**src/common/cdb_pkg.sv**
```systemverilog
// Shared widths, RV32I opcode values and the structs that pass between
// the execution units, their result queues and the CDB arbiter
package cdb_pkg;

    localparam int DATA_WIDTH        = 32;
    localparam int ADDR_WIDTH        = 32;
    localparam int INSN_WIDTH        = 32;
    localparam int TAG_WIDTH         = 6;
    localparam int NUM_FU            = 2;
    localparam int RESULT_FIFO_DEPTH = 8;

    // Derived widths for the arbiter pointer and the FIFO occupancy
    localparam int FU_IDX_WIDTH   = (NUM_FU > 1) ? $clog2(NUM_FU) : 1;
    localparam int FIFO_CNT_WIDTH = $clog2(RESULT_FIFO_DEPTH + 1);

    // Major opcodes handled by the integer units
    localparam logic [6:0] OPC_OP     = 7'b0110011;
    localparam logic [6:0] OPC_OP_IMM = 7'b0010011;
    localparam logic [6:0] OPC_LUI    = 7'b0110111;
    localparam logic [6:0] OPC_AUIPC  = 7'b0010111;
    localparam logic [6:0] OPC_JAL    = 7'b1101111;
    localparam logic [6:0] OPC_JALR   = 7'b1100111;
    localparam logic [6:0] OPC_BRANCH = 7'b1100011;

    typedef enum logic [4:0] {
        ALU_ADD, ALU_SUB, ALU_SLL, ALU_SLT, ALU_SLTU,
        ALU_XOR, ALU_SRL, ALU_SRA, ALU_OR, ALU_AND,
        ALU_EQ, ALU_NE, ALU_LT, ALU_GE, ALU_LTU, ALU_GEU
    } alu_func_t;

    typedef struct packed {
        logic                  valid;
        logic [INSN_WIDTH-1:0] insn;
        logic [ADDR_WIDTH-1:0] iaddr;
        logic [DATA_WIDTH-1:0] src_a;
        logic [DATA_WIDTH-1:0] src_b;
        logic [TAG_WIDTH-1:0]  tag;
    } rs_issue_t;

    typedef struct packed {
        logic                  valid;
        alu_func_t             alu_func;
        logic [DATA_WIDTH-1:0] op_a;
        logic [DATA_WIDTH-1:0] op_b;
        logic [DATA_WIDTH-1:0] imm_b;
        logic [ADDR_WIDTH-1:0] iaddr;
        logic [TAG_WIDTH-1:0]  tag;
        logic                  jmp;
        logic                  jalr;
        logic                  br;
    } decoded_t;

    typedef struct packed {
        logic                  valid;
        logic [DATA_WIDTH-1:0] data;
        logic [ADDR_WIDTH-1:0] addr;
        logic [TAG_WIDTH-1:0]  tag;
        logic                  redirect;
    } cdb_t;

endpackage
```
**src/hdl/exec_cluster.sv**
```systemverilog
// Execution back end: NUM_FU integer units sharing one CDB through
// a round-robin arbiter. Each unit has its own issue port and stall
module exec_cluster (
    input  logic                        clk,
    input  logic                        n_rst,
    input  logic                        i_flush,
    input  cdb_pkg::rs_issue_t          i_issue [cdb_pkg::NUM_FU],
    output logic [cdb_pkg::NUM_FU-1:0]  o_stall,
    output cdb_pkg::cdb_t               o_cdb
);

    logic [cdb_pkg::NUM_FU-1:0] req;
    logic [cdb_pkg::NUM_FU-1:0] gnt;
    cdb_pkg::cdb_t              head [cdb_pkg::NUM_FU];

    for (genvar fu = 0; fu < cdb_pkg::NUM_FU; fu++) begin : g_fu
        ieu i_ieu (
            .clk     (clk),
            .n_rst   (n_rst),
            .i_flush (i_flush),
            .i_issue (i_issue[fu]),
            .o_stall (o_stall[fu]),
            .i_gnt   (gnt[fu]),
            .o_req   (req[fu]),
            .o_head  (head[fu])
        );
    end

    cdb_arbiter i_arbiter (
        .clk    (clk),
        .n_rst  (n_rst),
        .i_req  (req),
        .i_head (head),
        .o_gnt  (gnt),
        .o_cdb  (o_cdb)
    );

endmodule

```
**src/hdl/cdb_arbiter.sv**
```systemverilog
// Round-robin arbiter for the common data bus. Grants one requesting
// unit per cycle, searching from the one after the last winner
module cdb_arbiter (
    input  logic                        clk,
    input  logic                        n_rst,
    input  logic [cdb_pkg::NUM_FU-1:0]  i_req,
    input  cdb_pkg::cdb_t               i_head [cdb_pkg::NUM_FU],
    output logic [cdb_pkg::NUM_FU-1:0]  o_gnt,
    output cdb_pkg::cdb_t               o_cdb
);

    logic [cdb_pkg::FU_IDX_WIDTH-1:0] last_q;
    logic [cdb_pkg::FU_IDX_WIDTH-1:0] win_idx;
    logic                             win_any;

    always_comb begin
        int unsigned idx;
        win_idx = last_q;
        win_any = 1'b0;
        o_gnt   = '0;
        o_cdb   = '0;
        for (int unsigned i = 1; i <= cdb_pkg::NUM_FU; i++) begin
            idx = (int'(last_q) + i) % cdb_pkg::NUM_FU;
            if (!win_any && i_req[idx]) begin
                win_any = 1'b1;
                win_idx = cdb_pkg::FU_IDX_WIDTH'(idx);
            end
        end
        if (win_any) begin
            o_gnt[win_idx] = 1'b1;
            o_cdb          = i_head[win_idx];
            o_cdb.valid    = 1'b1;
        end
    end

    // Start so that unit 0 has priority after reset
    always_ff @(posedge clk or negedge n_rst) begin
        if (!n_rst) begin
            last_q <= cdb_pkg::FU_IDX_WIDTH'(cdb_pkg::NUM_FU - 1);
        end else if (win_any) begin
            last_q <= win_idx;
        end
    end

    a_gnt_onehot: assert property (@(posedge clk) disable iff (!n_rst) $onehot0(o_gnt));

    a_gnt_has_req: assert property (
        @(posedge clk) disable iff (!n_rst)
        (o_gnt & ~i_req) == '0
    );

endmodule

```
**src/ieu/ieu.sv**
```systemverilog
// Integer execution unit. Decodes issued instructions, registers them
// into EX, queues the results and requests the CDB while the queue holds any
module ieu (
    input  logic               clk,
    input  logic               n_rst,
    input  logic               i_flush,
    input  cdb_pkg::rs_issue_t i_issue,
    output logic               o_stall,
    input  logic               i_gnt,
    output logic               o_req,
    output cdb_pkg::cdb_t      o_head
);

    cdb_pkg::decoded_t                   dec;
    cdb_pkg::decoded_t                   id_ex_q;
    cdb_pkg::decoded_t                   ex_in;
    cdb_pkg::cdb_t                       ex_result;
    logic                                id_ex_valid;
    logic                                accept;
    logic                                fifo_empty;
    logic                                fifo_full;
    logic [cdb_pkg::FIFO_CNT_WIDTH-1:0]  fifo_count;
    logic [cdb_pkg::FIFO_CNT_WIDTH:0]    occupancy;

    assign accept = i_issue.valid & ~o_stall;

    // Queued results plus the one in EX must leave two free slots
    assign occupancy = {1'b0, fifo_count} + {{cdb_pkg::FIFO_CNT_WIDTH{1'b0}}, id_ex_valid};
    assign o_stall   = occupancy > (cdb_pkg::FIFO_CNT_WIDTH + 1)'(cdb_pkg::RESULT_FIFO_DEPTH - 2);

    ieu_decode i_decode (
        .i_issue (i_issue),
        .o_dec   (dec)
    );

    // An issue on a flush cycle is dropped along with the rest
    always_ff @(posedge clk or negedge n_rst) begin
        if (!n_rst) begin
            id_ex_valid <= 1'b0;
        end else if (i_flush) begin
            id_ex_valid <= 1'b0;
        end else begin
            id_ex_valid <= accept;
        end
    end

    always_ff @(posedge clk) begin
        if (accept) begin
            id_ex_q <= dec;
        end
    end

    always_comb begin
        ex_in       = id_ex_q;
        ex_in.valid = id_ex_valid;
    end

    ieu_alu i_alu (
        .i_dec    (ex_in),
        .o_result (ex_result)
    );

    result_fifo #(
        .DEPTH (cdb_pkg::RESULT_FIFO_DEPTH)
    ) i_fifo (
        .clk     (clk),
        .n_rst   (n_rst),
        .i_flush (i_flush),
        .i_wr    (ex_result.valid),
        .i_data  (ex_result),
        .i_rd    (i_gnt),
        .o_data  (o_head),
        .o_empty (fifo_empty),
        .o_full  (fifo_full),
        .o_count (fifo_count)
    );

    assign o_req = ~fifo_empty;

    // A result leaving EX never meets a full queue
    a_room_for_result: assert property (
        @(posedge clk) disable iff (!n_rst || i_flush)
        ex_result.valid |-> !fifo_full
    );

endmodule

```
**src/ieu/ieu_alu.sv**
```systemverilog
// EX stage of an integer unit. Computes the result, resolves branches
// and jumps and forms the CDB broadcast for the result queue
module ieu_alu (
    input  cdb_pkg::decoded_t i_dec,
    output cdb_pkg::cdb_t     o_result
);

    logic [cdb_pkg::DATA_WIDTH-1:0] alu_res;
    logic [cdb_pkg::ADDR_WIDTH-1:0] link_addr;
    logic [cdb_pkg::ADDR_WIDTH-1:0] br_target;
    logic [cdb_pkg::ADDR_WIDTH-1:0] jalr_sum;
    logic [4:0]                     shamt;
    logic                           eq;
    logic                           lt_s;
    logic                           lt_u;
    logic                           taken;
    logic                           redirect;

    assign shamt = i_dec.op_b[4:0];
    assign eq    = (i_dec.op_a == i_dec.op_b);
    assign lt_s  = ($signed(i_dec.op_a) < $signed(i_dec.op_b));
    assign lt_u  = (i_dec.op_a < i_dec.op_b);

    always_comb begin
        alu_res = '0;
        taken   = 1'b0;
        case (i_dec.alu_func)
            cdb_pkg::ALU_ADD:  alu_res = i_dec.op_a + i_dec.op_b;
            cdb_pkg::ALU_SUB:  alu_res = i_dec.op_a - i_dec.op_b;
            cdb_pkg::ALU_SLL:  alu_res = i_dec.op_a << shamt;
            cdb_pkg::ALU_SLT:  alu_res = {{(cdb_pkg::DATA_WIDTH-1){1'b0}}, lt_s};
            cdb_pkg::ALU_SLTU: alu_res = {{(cdb_pkg::DATA_WIDTH-1){1'b0}}, lt_u};
            cdb_pkg::ALU_XOR:  alu_res = i_dec.op_a ^ i_dec.op_b;
            cdb_pkg::ALU_SRL:  alu_res = i_dec.op_a >> shamt;
            cdb_pkg::ALU_SRA:  alu_res = $signed(i_dec.op_a) >>> shamt;
            cdb_pkg::ALU_OR:   alu_res = i_dec.op_a | i_dec.op_b;
            cdb_pkg::ALU_AND:  alu_res = i_dec.op_a & i_dec.op_b;
            // Branch compares leave the data at zero
            cdb_pkg::ALU_EQ:   taken = eq;
            cdb_pkg::ALU_NE:   taken = ~eq;
            cdb_pkg::ALU_LT:   taken = lt_s;
            cdb_pkg::ALU_GE:   taken = ~lt_s;
            cdb_pkg::ALU_LTU:  taken = lt_u;
            default:           taken = ~lt_u;
        endcase
    end

    assign link_addr = i_dec.iaddr + cdb_pkg::ADDR_WIDTH'(4);
    assign br_target = i_dec.iaddr + i_dec.imm_b;
    assign jalr_sum  = i_dec.op_a + i_dec.imm_b;

    // Not-taken prediction, so any taken branch or jump redirects fetch
    assign redirect = i_dec.jmp | (i_dec.br & taken);

    always_comb begin
        o_result          = '0;
        o_result.valid    = i_dec.valid;
        o_result.tag      = i_dec.tag;
        o_result.redirect = redirect;
        o_result.data     = i_dec.jmp ? link_addr : alu_res;
        if (i_dec.jalr) begin
            o_result.addr = {jalr_sum[cdb_pkg::ADDR_WIDTH-1:1], 1'b0};
        end else if (redirect) begin
            o_result.addr = br_target;
        end else begin
            o_result.addr = link_addr;
        end
    end

endmodule

```
**src/ieu/ieu_decode.sv**
```systemverilog
// ID stage of an integer unit. Purely combinational: turns the issued
// instruction into an ALU function, selected operands and jump/branch flags
module ieu_decode (
    input  cdb_pkg::rs_issue_t i_issue,
    output cdb_pkg::decoded_t  o_dec
);

    logic [6:0]                      opcode;
    logic [2:0]                      funct3;
    logic                            alt;
    logic [cdb_pkg::DATA_WIDTH-1:0]  imm_i;
    logic [cdb_pkg::DATA_WIDTH-1:0]  imm_u;
    logic [cdb_pkg::DATA_WIDTH-1:0]  imm_j;
    logic [cdb_pkg::DATA_WIDTH-1:0]  imm_br;

    assign opcode = i_issue.insn[6:0];
    assign funct3 = i_issue.insn[14:12];
    // Bit 30 selects SUB and SRA
    assign alt    = i_issue.insn[30];

    assign imm_i  = {{20{i_issue.insn[31]}}, i_issue.insn[31:20]};
    assign imm_u  = {i_issue.insn[31:12], 12'b0};
    assign imm_j  = {{12{i_issue.insn[31]}}, i_issue.insn[19:12], i_issue.insn[20],
                     i_issue.insn[30:21], 1'b0};
    assign imm_br = {{20{i_issue.insn[31]}}, i_issue.insn[7], i_issue.insn[30:25],
                     i_issue.insn[11:8], 1'b0};

    function automatic cdb_pkg::alu_func_t arith_func(input logic [2:0] f3,
                                                      input logic       sub_sra);
        case (f3)
            3'b000:  return sub_sra ? cdb_pkg::ALU_SUB : cdb_pkg::ALU_ADD;
            3'b001:  return cdb_pkg::ALU_SLL;
            3'b010:  return cdb_pkg::ALU_SLT;
            3'b011:  return cdb_pkg::ALU_SLTU;
            3'b100:  return cdb_pkg::ALU_XOR;
            3'b101:  return sub_sra ? cdb_pkg::ALU_SRA : cdb_pkg::ALU_SRL;
            3'b110:  return cdb_pkg::ALU_OR;
            default: return cdb_pkg::ALU_AND;
        endcase
    endfunction

    function automatic cdb_pkg::alu_func_t branch_func(input logic [2:0] f3);
        case (f3)
            3'b001:  return cdb_pkg::ALU_NE;
            3'b100:  return cdb_pkg::ALU_LT;
            3'b101:  return cdb_pkg::ALU_GE;
            3'b110:  return cdb_pkg::ALU_LTU;
            3'b111:  return cdb_pkg::ALU_GEU;
            default: return cdb_pkg::ALU_EQ;
        endcase
    endfunction

    always_comb begin
        o_dec          = '0;
        o_dec.valid    = i_issue.valid;
        o_dec.iaddr    = i_issue.iaddr;
        o_dec.tag      = i_issue.tag;
        o_dec.alu_func = cdb_pkg::ALU_ADD;
        o_dec.op_a     = i_issue.src_a;
        o_dec.op_b     = i_issue.src_b;
        case (opcode)
            cdb_pkg::OPC_OP: begin
                o_dec.alu_func = arith_func(funct3, alt);
            end
            cdb_pkg::OPC_OP_IMM: begin
                // No SUBI, so bit 30 only matters for right shifts
                o_dec.alu_func = arith_func(funct3, alt & (funct3 == 3'b101));
                o_dec.op_b     = imm_i;
            end
            cdb_pkg::OPC_LUI: begin
                o_dec.op_a = '0;
                o_dec.op_b = imm_u;
            end
            cdb_pkg::OPC_AUIPC: begin
                o_dec.op_a = i_issue.iaddr;
                o_dec.op_b = imm_u;
            end
            cdb_pkg::OPC_JAL: begin
                o_dec.imm_b = imm_j;
                o_dec.jmp   = 1'b1;
            end
            cdb_pkg::OPC_JALR: begin
                o_dec.imm_b = imm_i;
                o_dec.jmp   = 1'b1;
                o_dec.jalr  = 1'b1;
            end
            cdb_pkg::OPC_BRANCH: begin
                o_dec.alu_func = branch_func(funct3);
                o_dec.imm_b    = imm_br;
                o_dec.br       = 1'b1;
            end
            default: begin
            end
        endcase
    end

endmodule

```
**src/hdl/result_fifo.sv**
```systemverilog
// Synchronous circular FIFO of CDB results with flush and occupancy count.
// Head entry is visible on o_data; a read and a write may share a cycle
module result_fifo #(
    parameter int DEPTH = cdb_pkg::RESULT_FIFO_DEPTH
) (
    input  logic                       clk,
    input  logic                       n_rst,
    input  logic                       i_flush,
    input  logic                       i_wr,
    input  cdb_pkg::cdb_t              i_data,
    input  logic                       i_rd,
    output cdb_pkg::cdb_t              o_data,
    output logic                       o_empty,
    output logic                       o_full,
    output logic [$clog2(DEPTH+1)-1:0] o_count
);

    localparam int PTR_W = (DEPTH > 1) ? $clog2(DEPTH) : 1;

    if ((DEPTH & (DEPTH - 1)) != 0) begin : g_depth_check
        $error("result_fifo DEPTH must be a power of two");
    end

    cdb_pkg::cdb_t    mem [DEPTH];
    logic [PTR_W-1:0] wr_ptr;
    logic [PTR_W-1:0] rd_ptr;
    logic             wr_en;
    logic             rd_en;

    assign o_empty = (o_count == '0);
    assign o_full  = (o_count == ($clog2(DEPTH+1))'(DEPTH));
    assign rd_en   = i_rd & ~o_empty;
    // When full, a write only lands if the head leaves this cycle
    assign wr_en   = i_wr & (~o_full | rd_en);
    assign o_data  = mem[rd_ptr];

    always_ff @(posedge clk) begin
        if (wr_en) begin
            mem[wr_ptr] <= i_data;
        end
    end

    // Pointers wrap on their own since DEPTH is a power of two
    always_ff @(posedge clk or negedge n_rst) begin
        if (!n_rst) begin
            wr_ptr  <= '0;
            rd_ptr  <= '0;
            o_count <= '0;
        end else if (i_flush) begin
            wr_ptr  <= '0;
            rd_ptr  <= '0;
            o_count <= '0;
        end else begin
            if (wr_en) begin
                wr_ptr <= wr_ptr + 1'b1;
            end
            if (rd_en) begin
                rd_ptr <= rd_ptr + 1'b1;
            end
            if (wr_en && !rd_en) begin
                o_count <= o_count + 1'b1;
            end else if (rd_en && !wr_en) begin
                o_count <= o_count - 1'b1;
            end
        end
    end

    a_no_read_empty: assert property (
        @(posedge clk) disable iff (!n_rst || i_flush)
        i_rd |-> !o_empty
    );

    a_no_write_full: assert property (
        @(posedge clk) disable iff (!n_rst || i_flush)
        (i_wr && o_full) |-> i_rd
    );

endmodule

```
**config.mk**
```make
export PLATFORM = sky130hd
export DESIGN_NAME = exec_cluster
export DESIGN_NICKNAME = d
export VERILOG_FILES = /design/src/common/cdb_pkg.sv /design/src/hdl/exec_cluster.sv /design/src/hdl/cdb_arbiter.sv /design/src/ieu/ieu.sv /design/src/ieu/ieu_alu.sv /design/src/ieu/ieu_decode.sv /design/src/hdl/result_fifo.sv
export SDC_FILE = /design/constraint.sdc
export NUM_CORES = 2
export LEC_CHECK = 0
export ABC_CLOCK_PERIOD_IN_PS = 9500
export BUFFER_PORTS_ARGS = -buffer_cell sky130_fd_sc_hd__buf_2
export CELL_PAD_IN_SITES_DETAIL_PLACEMENT = 0
export CELL_PAD_IN_SITES_GLOBAL_PLACEMENT = 2
export CORE_MARGIN = 1
export CORE_UTILIZATION = 35
export DETAILED_ROUTE_END_ITERATION = 7
export PLACE_DENSITY = 0.72
export SETUP_SLACK_MARGIN = 0.1
export SYNTH_ARGS = -nofsm -noshare
export SYNTH_HDL_FRONTEND = slang
export SYNTH_HIERARCHICAL = 1
export SYNTH_SLANG_ARGS = --single-unit
```
**constraint.sdc**
```tcl
create_clock -name clk -period 9.5 [get_ports clk]
set_input_delay 0.95 -clock clk [delete_from_list [all_inputs] [get_ports clk]]
set_output_delay 0.95 -clock clk [all_outputs]
set_load 0.02 [all_outputs]
```
# ---- After elaboration in Yosys (flattened, before gate mapping)
# Memory sizes are Yosys's and may differ from the RTL's.
# Cells that the tools add are included.
dict set report totals {
  register_bits 307
  mem_bits_rw 1152
  input_bits 273
  output_inout_bits 74
  mem_count 2
}
# name depth width read_ports rd_clocked_by_memory_dff write_ports line_no
set mem_list {}
lappend mem_list {{g_fu[0].i_ieu.i_fifo.mem} 8 72 1 0 1 result_fifo.sv:24} ;# cdb_pkg::cdb_t mem [DEPTH];
lappend mem_list {{g_fu[1].i_ieu.i_fifo.mem} 8 72 1 0 1 result_fifo.sv:24}
dict set report op_classes {
  addsub 22
  magnitude_cmp 11
  eq_ne 60
  shifts 6
  muxes 73
  n_bitwise 33
  reduce_logical 29
}
# op n
set ops {}
lappend ops {{$pmux 32 s10} 2}
lappend ops {{$pmux 32 s2} 4}
lappend ops {{$mux 71} 3}
lappend ops {{$add 32x32->32} 6}
lappend ops {{$mux 32} 6}
lappend ops {{$pmux 32 s3} 2}
lappend ops {{$lt 32x32->1} 4}
lappend ops {{$mux 72} 1}
lappend ops {{$eq 5x4->1 const B} 14}
lappend ops {{$pmux 5 s7} 2}
lappend ops {{$add 32x3->32 const B} 2}
lappend ops {{$and 32x32->32} 2}
lappend ops {{$eq 32x32->1} 2}
lappend ops {{$or 32x32->32} 2}
lappend ops {{$shl 32x5->32} 2}
lappend ops {{$shr 32x5->32} 2}
lappend ops {{$sshr 32x5->32} 2}
lappend ops {{$sub 32x32->32} 2}
lappend ops {{$xor 32x32->32} 2}
lappend ops {{$pmux 4 s7} 2}
lappend ops {{$eq 7x7->1 const B} 6}
lappend ops {{$eq 5x3->1 const B} 8}
lappend ops {{$pmux 3 s5} 2}
lappend ops {{$pmux 5 s3} 2}
lappend ops {{36 further kinds} 152}

# ---- Longest topological paths before layout
dict set report depth {
  word_depth 21
  ltp_mapped 19
  depth_no_buf 15
}

# ---- By module
# The synthesis kept the hierarchy.
# module n_inst cells_per_inst area_each_um2
set modules_own_cells {}
lappend modules_own_cells {result_fifo 2 916 22502.8}
lappend modules_own_cells {{ieu_alu at g_fu[1].i_ieu.i_alu} 1 1874 13038.8}
lappend modules_own_cells {{ieu_alu at g_fu[0].i_ieu.i_alu} 1 1884 13030.0}
lappend modules_own_cells {ieu 2 157 4389.2}
lappend modules_own_cells {ieu_decode 2 273 1959.4}
lappend modules_own_cells {cdb_arbiter 1 103 1059.8}

# ---- Worst setup path before layout
# Ideal clock, no wire load.
dict set report synth_timing {
  path_kind {flip-flop to flip-flop}
  from {register g_fu[0].i_ieu.id_ex_valid}
  to {register g_fu[0].i_ieu.id_ex_q (netlist bit g_fu[0].i_ieu/ex_in[0]) (enable)}
  setup_time_ns 0.682
  arrival_ns 7.775
  slack_ns 1.044
  path_stages_with_launch 6
  n_path_buf 0
  synth_period_minus_slack_ns 8.456
  path_cell_list {dfrtp_1 -> ha_1 -> ha_1 -> nand2_1 -> a41oi_1 -> a21boi_1}
}
dict set report synth_between {
  elab_chain_cells 4
}
# element line_no
set synth_lines {}
lappend synth_lines {{start, declared} ieu.sv:18} ;# logic id_ex_valid;
lappend synth_lines {{start signal, assigned} ieu.sv:43} ;# id_ex_valid <= accept;
lappend synth_lines {{$add 4x1->5} ieu.sv:28} ;# assign occupancy = {1'b0, fifo_count} + {{cdb_pkg::FIFO_CNT_WIDTH{1'b0}}, id_ex_valid};
lappend synth_lines {{$gt 5x3->1} ieu.sv:29} ;# assign o_stall = occupancy > (cdb_pkg::FIFO_CNT_WIDTH + 1)'(cdb_pkg::RESULT_FIFO_DEPTH - 2);
lappend synth_lines {{$not 1->1} ieu.sv:25} ;# assign accept = i_issue.valid & ~o_stall;
lappend synth_lines {{$and 1x1->1} ieu.sv:25}
lappend synth_lines {{via g_fu[0].i_ieu.accept} ieu.sv:19} ;# logic accept;
lappend synth_lines {{end signal, assigned} ieu.sv:49} ;# id_ex_q <= dec;
lappend synth_lines {{end, declared} ieu.sv:15} ;# cdb_pkg::decoded_t id_ex_q;
# The timed path passes the listed nets, and every way through them passes these cells.
# A chain may end at the register's enable or synchronous reset.

==> impl_results.html <==
<table>
<tr><th>Metric</th><th>Value</th></tr>
<tr><th colspan="2">Power and ir drop</th></tr>
<tr><td>Reg power frac</td><td>0.359</td></tr>
<tr><td>Proportion of total power due to net switching</td><td>0.373</td></tr>
<tr><td>Net switching power</td><td>8.50 mW</td></tr>
<tr><td>Power share of the clock group</td><td>0.273</td></tr>
<tr><td>Logic pwr share</td><td>0.368</td></tr>
<tr><td>IR drop worst, VDD</td><td>179 uV</td></tr>
<tr><td>Internal power</td><td>14.3 mW</td></tr>
<tr><td>PD cells</td><td>243 nW/um2</td></tr>
<tr><td>P_leak</td><td>33.3 nW</td></tr>
<tr><th colspan="2">Layout</th></tr>
<tr><td>Number of nets in the finished design</td><td>7297</td></tr>
<tr><td>Post-route core utilization</td><td>0.394</td></tr>
<tr><td>Share of layout cells above drive strength 1</td><td>0.228</td></tr>
<tr><td>Filler instances</td><td>22500</td></tr>
<tr><td>Multi-input combinational cell area</td><td>37300 um2</td></tr>
<tr><td>Storage element area</td><td>43200 um2</td></tr>
<tr><td>Final design instance area without fill</td><td>93900 um2</td></tr>
<tr><td>Syn-to-layout area delta</td><td>11.5%</td></tr>
<tr><th colspan="2">Timing</th></tr>
<tr><td>Actual slew at the worst max-slew pin</td><td>1.33 ns</td></tr>
<tr><td>Number of hold violations in the final report</td><td>0</td></tr>
<tr><td>Final max-slew violation count</td><td>0</td></tr>
<tr><td>Setup repair after global routing missed its margin</td><td>no</td></tr>
<tr><td>Total of endpoints with negative setup slack in the final report</td><td>0</td></tr>
<tr><td>Final Skew</td><td>0.0512 ns</td></tr>
<tr><td>Highest attainable clock frequency</td><td>164 MHz</td></tr>
<tr><td>Post-route clock period utilization</td><td>0.642</td></tr>
<tr><td>Max_slew headroom</td><td>0.102</td></tr>
<tr><td>Min Clock Period, post-route</td><td>6.10 ns</td></tr>
<tr><td>Setup tns final</td><td>0 ns</td></tr>
<tr><th colspan="2">Critical path</th></tr>
<tr><td>Setup crit end kind</td><td>flop</td></tr>
<tr><td>Maximum fanout count along the critical path</td><td>43</td></tr>
<tr><td>Required @ worst endpoint</td><td>10.06 ns</td></tr>
<tr><td>Slack of the worst reg-to-reg path</td><td>3.40 ns</td></tr>
<tr><td>Kind of start point of the critical path</td><td>flop</td></tr>
<tr><td>Logic depth of the worst register-to-register path</td><td>15</td></tr>
<tr><td>Classification of the worst setup path</td><td>reg2reg</td></tr>
<tr><td>CP arrival</td><td>6.66 ns</td></tr>
<tr><th colspan="2">Clock tree</th></tr>
<tr><td>Clock buffer count from CTS</td><td>158</td></tr>
<tr><td>Clock-pin slew on the worst setup and hold paths</td><td>0.06 ns</td></tr>
<tr><td>Clock latency of the later-clocked register in the worst-skew pair</td><td>0.82 ns</td></tr>
<tr><td>CTS tree</td><td>done</td></tr>
<tr><td>Setup Fix Bufs, Post-CTS</td><td>0</td></tr>
<tr><td>Cells resized by post-CTS repair</td><td>0</td></tr>
<tr><td>Level count of the clock H-tree</td><td>4</td></tr>
<tr><td>Hold bufs inserted after CTS</td><td>0</td></tr>
<tr><td>CTS Root Buffer Type</td><td>sky130_fd_sc_hd__clkbuf_16</td></tr>
<tr><td>Max Buffers Root-to-Sink</td><td>3</td></tr>
<tr><td>Total clock sinks</td><td>1443</td></tr>
<tr><th colspan="2">Route</th></tr>
<tr><td>Iteration count of the initial detailed-routing pass</td><td>6</td></tr>
<tr><td>Residual DRC</td><td>0</td></tr>
<tr><td>DRT Wirelength</td><td>302 mm</td></tr>
<tr><td>Number of design-rule violations left by the first detailed-router iteration</td><td>6669</td></tr>
<tr><td>Wirelength per Cell</td><td>30.3 um</td></tr>
<tr><td>Via/cell ratio</td><td>5.98</td></tr>
<tr><td>Via count</td><td>59700</td></tr>
<tr><td>Final ANT Viol Nets</td><td>0</td></tr>
<tr><th colspan="2">Global routing</th></tr>
<tr><td>Met3 layer usage reported by global route</td><td>0.0375</td></tr>
<tr><td>Global-route wire length before repair</td><td>425 mm</td></tr>
<tr><td>Tot GR Track Use</td><td>0.242</td></tr>
<tr><td>Aggregate global routing overflow</td><td>0</td></tr>
<tr><td>Antenna violations before repair</td><td>22</td></tr>
<tr><td>Met2 track demand over resource</td><td>0.372</td></tr>
<tr><td>Most congested layer reported by global routing</td><td>met2</td></tr>
<tr><td>Via count of the first global-routing pass</td><td>57000</td></tr>
<tr><td>Fraction of met1 tracks used by global routing</td><td>0.342</td></tr>
<tr><td>Largest net degree at the start of global routing</td><td>132</td></tr>
<tr><th colspan="2">Placement</th></tr>
<tr><td>Final weighted congestion of routability-driven global placement</td><td>0.964</td></tr>
<tr><td>Port Buffer Count</td><td>346</td></tr>
<tr><td>Total cell area at the placement stage</td><td>88600 um2</td></tr>
<tr><td>DPL Wire Length</td><td>221 mm</td></tr>
<tr><th colspan="2">Floorplanning</th></tr>
<tr><td>Number of rows created at floorplan</td><td>179</td></tr>
<tr><td>Die width</td><td>493 um</td></tr>
<tr><td>Ports</td><td>347</td></tr>
<tr><td>Initial Util</td><td>0.353</td></tr>
<tr><td>Core Box Area</td><td>239000 um2</td></tr>
<tr><td>Die ar.</td><td>243000 um2</td></tr>
<tr><td>Die Ht</td><td>493 um</td></tr>
<tr><th colspan="2">Worst hold path</th></tr>
<tr><td>Worst min path class</td><td>in2async</td></tr>
<tr><th colspan="2">Synth</th></tr>
<tr><td>Syn Inst Count</td><td>6527</td></tr>
<tr><td>Average cell area after synthesis</td><td>12.9 um2</td></tr>
<tr><td>Mapped Nets</td><td>7140</td></tr>
<tr><td>Post-Syn Area</td><td>84200 um2</td></tr>
<tr><td>Synthesis warning total</td><td>6</td></tr>
<tr><th colspan="2">Outcome</th></tr>
<tr><td>Run status</td><td>finished clean</td></tr>
<tr><th colspan="2">Flow run</th></tr>
<tr><td>Max_cap viols</td><td>0</td></tr>
</table>
power by group through the flow:
stage          logic (mW)  clock network (mW)  registers (mW)
3_3_place_gp         8.25                   0            8.31
2_1_floorplan        5.40                   0            8.14
6_report             8.40                6.22            8.19
5_1_grt              8.82                6.57            8.23
4_1_cts              8.31                6.35            8.20
3_5_place_dp         8.28                   0            8.33
flip-flops by register name (all words and copies together) (netlist names):
signal and count:
g_fu.i_ieu/i_fifo/o_count 8, g_fu.i_ieu/ex_in 284, g_fu.i_ieu/id_ex_valid 2, g_fu.i_ieu/i_fifo/wr_ptr 6
g_fu.i_ieu/i_fifo/rd_ptr 6, g_fu.i_ieu/i_fifo/mem 1136, i_arbiter/last_q 1
worst max-delay path, stage by stage, from the launching register on:
cell	delay (ns)
sky130_fd_sc_hd__edfxtp_1	0.33
sky130_fd_sc_hd__buf_4	0.46
sky130_fd_sc_hd__inv_1	0.52
sky130_fd_sc_hd__ha_1	0.56
sky130_fd_sc_hd__nor2_1	0.21
sky130_fd_sc_hd__o211ai_1	0.15
sky130_fd_sc_hd__a31oi_1	0.55
sky130_fd_sc_hd__o21bai_1	0.24
sky130_fd_sc_hd__nand2_1	0.24
sky130_fd_sc_hd__mux2_4	0.33
sky130_fd_sc_hd__o22ai_2	0.28
sky130_fd_sc_hd__buf_4	0.40
sky130_fd_sc_hd__inv_2	0.33
sky130_fd_sc_hd__or4_1	0.61
sky130_fd_sc_hd__and3b_1	0.21
sky130_fd_sc_hd__o31ai_2	0.42
layer usage:
metal / up-vias / part of all wire
met4: 22 / 0.044
met5: - / 0.00052
met2: 2576 / 0.45
met1: 30800 / 0.43
met3: 480 / 0.073
li1: 25800 / -
path summary, 6_finish.rpt:
path,from,end
max in group asynchronous,n_rst,g_fu[1].i_ieu/i_fifo/rd_ptr[2]
worst max register to register,g_fu[0].i_ieu/ex_in[77],g_fu[0].i_ieu/i_fifo/mem[6][38]
worst min-delay path,n_rst,g_fu[0].i_ieu/i_fifo/o_count[0]
worst min register to register,i_arbiter/last_q,i_arbiter/last_q
min in group clk,i_issue[3],g_fu[1].i_ieu/ex_in[6]
worst max-delay path,g_fu[0].i_ieu/ex_in[77],g_fu[0].i_ieu/i_fifo/mem[6][38]
final cells by class:
cell class / count / area share
flip-flops and latches: 1443 / 0.460
multi-input cells: 4292 / 0.397
clock buffers: 185 / 0.0432
well taps: 3167 / 0.0422
repair buffers: 512 / 0.0322
clock inverters: 102 / 0.0132
inverters: 277 / 0.0111
diodes: 9 / 0.000240
placed cells by master, fill, tap and decap left out, types with 66 or more instances in the layout:
cell type and instances:
sky130_fd_sc_hd__xor2_1 66, sky130_fd_sc_hd__clkbuf_16 158, sky130_fd_sc_hd__a211oi_1 85, sky130_fd_sc_hd__o21ai_0 257
sky130_fd_sc_hd__buf_2 346, sky130_fd_sc_hd__nand3_1 106, sky130_fd_sc_hd__nor3_1 98, sky130_fd_sc_hd__mux2_2 127
sky130_fd_sc_hd__inv_1 264, sky130_fd_sc_hd__xnor2_1 119, sky130_fd_sc_hd__mux2i_1 144, sky130_fd_sc_hd__edfxtp_1 1420
sky130_fd_sc_hd__mux2_4 101, sky130_fd_sc_hd__a21oi_1 356, sky130_fd_sc_hd__a221o_1 66, sky130_fd_sc_hd__nand2_1 333
sky130_fd_sc_hd__a21o_1 94, sky130_fd_sc_hd__mux4_2 388, sky130_fd_sc_hd__nor2b_1 99, sky130_fd_sc_hd__ha_1 330
sky130_fd_sc_hd__o211ai_1 76, sky130_fd_sc_hd__buf_4 162, sky130_fd_sc_hd__nor2_1 441
stage by stage:
stage          instances  setup slack (ns)  power [mW]  hold WS (ns)
5_1_grt             9979              3.11        23.6         0.170
3_3_place_gp        9691              3.58        16.6         0.512
3_5_place_dp        9691              3.56        16.6         0.523
6_report            9987              3.40        22.8         0.151
4_1_cts             9978              3.59        22.9         0.111
2_1_floorplan       6527              1.04        13.5         0.488
No activity file was read; power rests on OpenSTA's default activity.
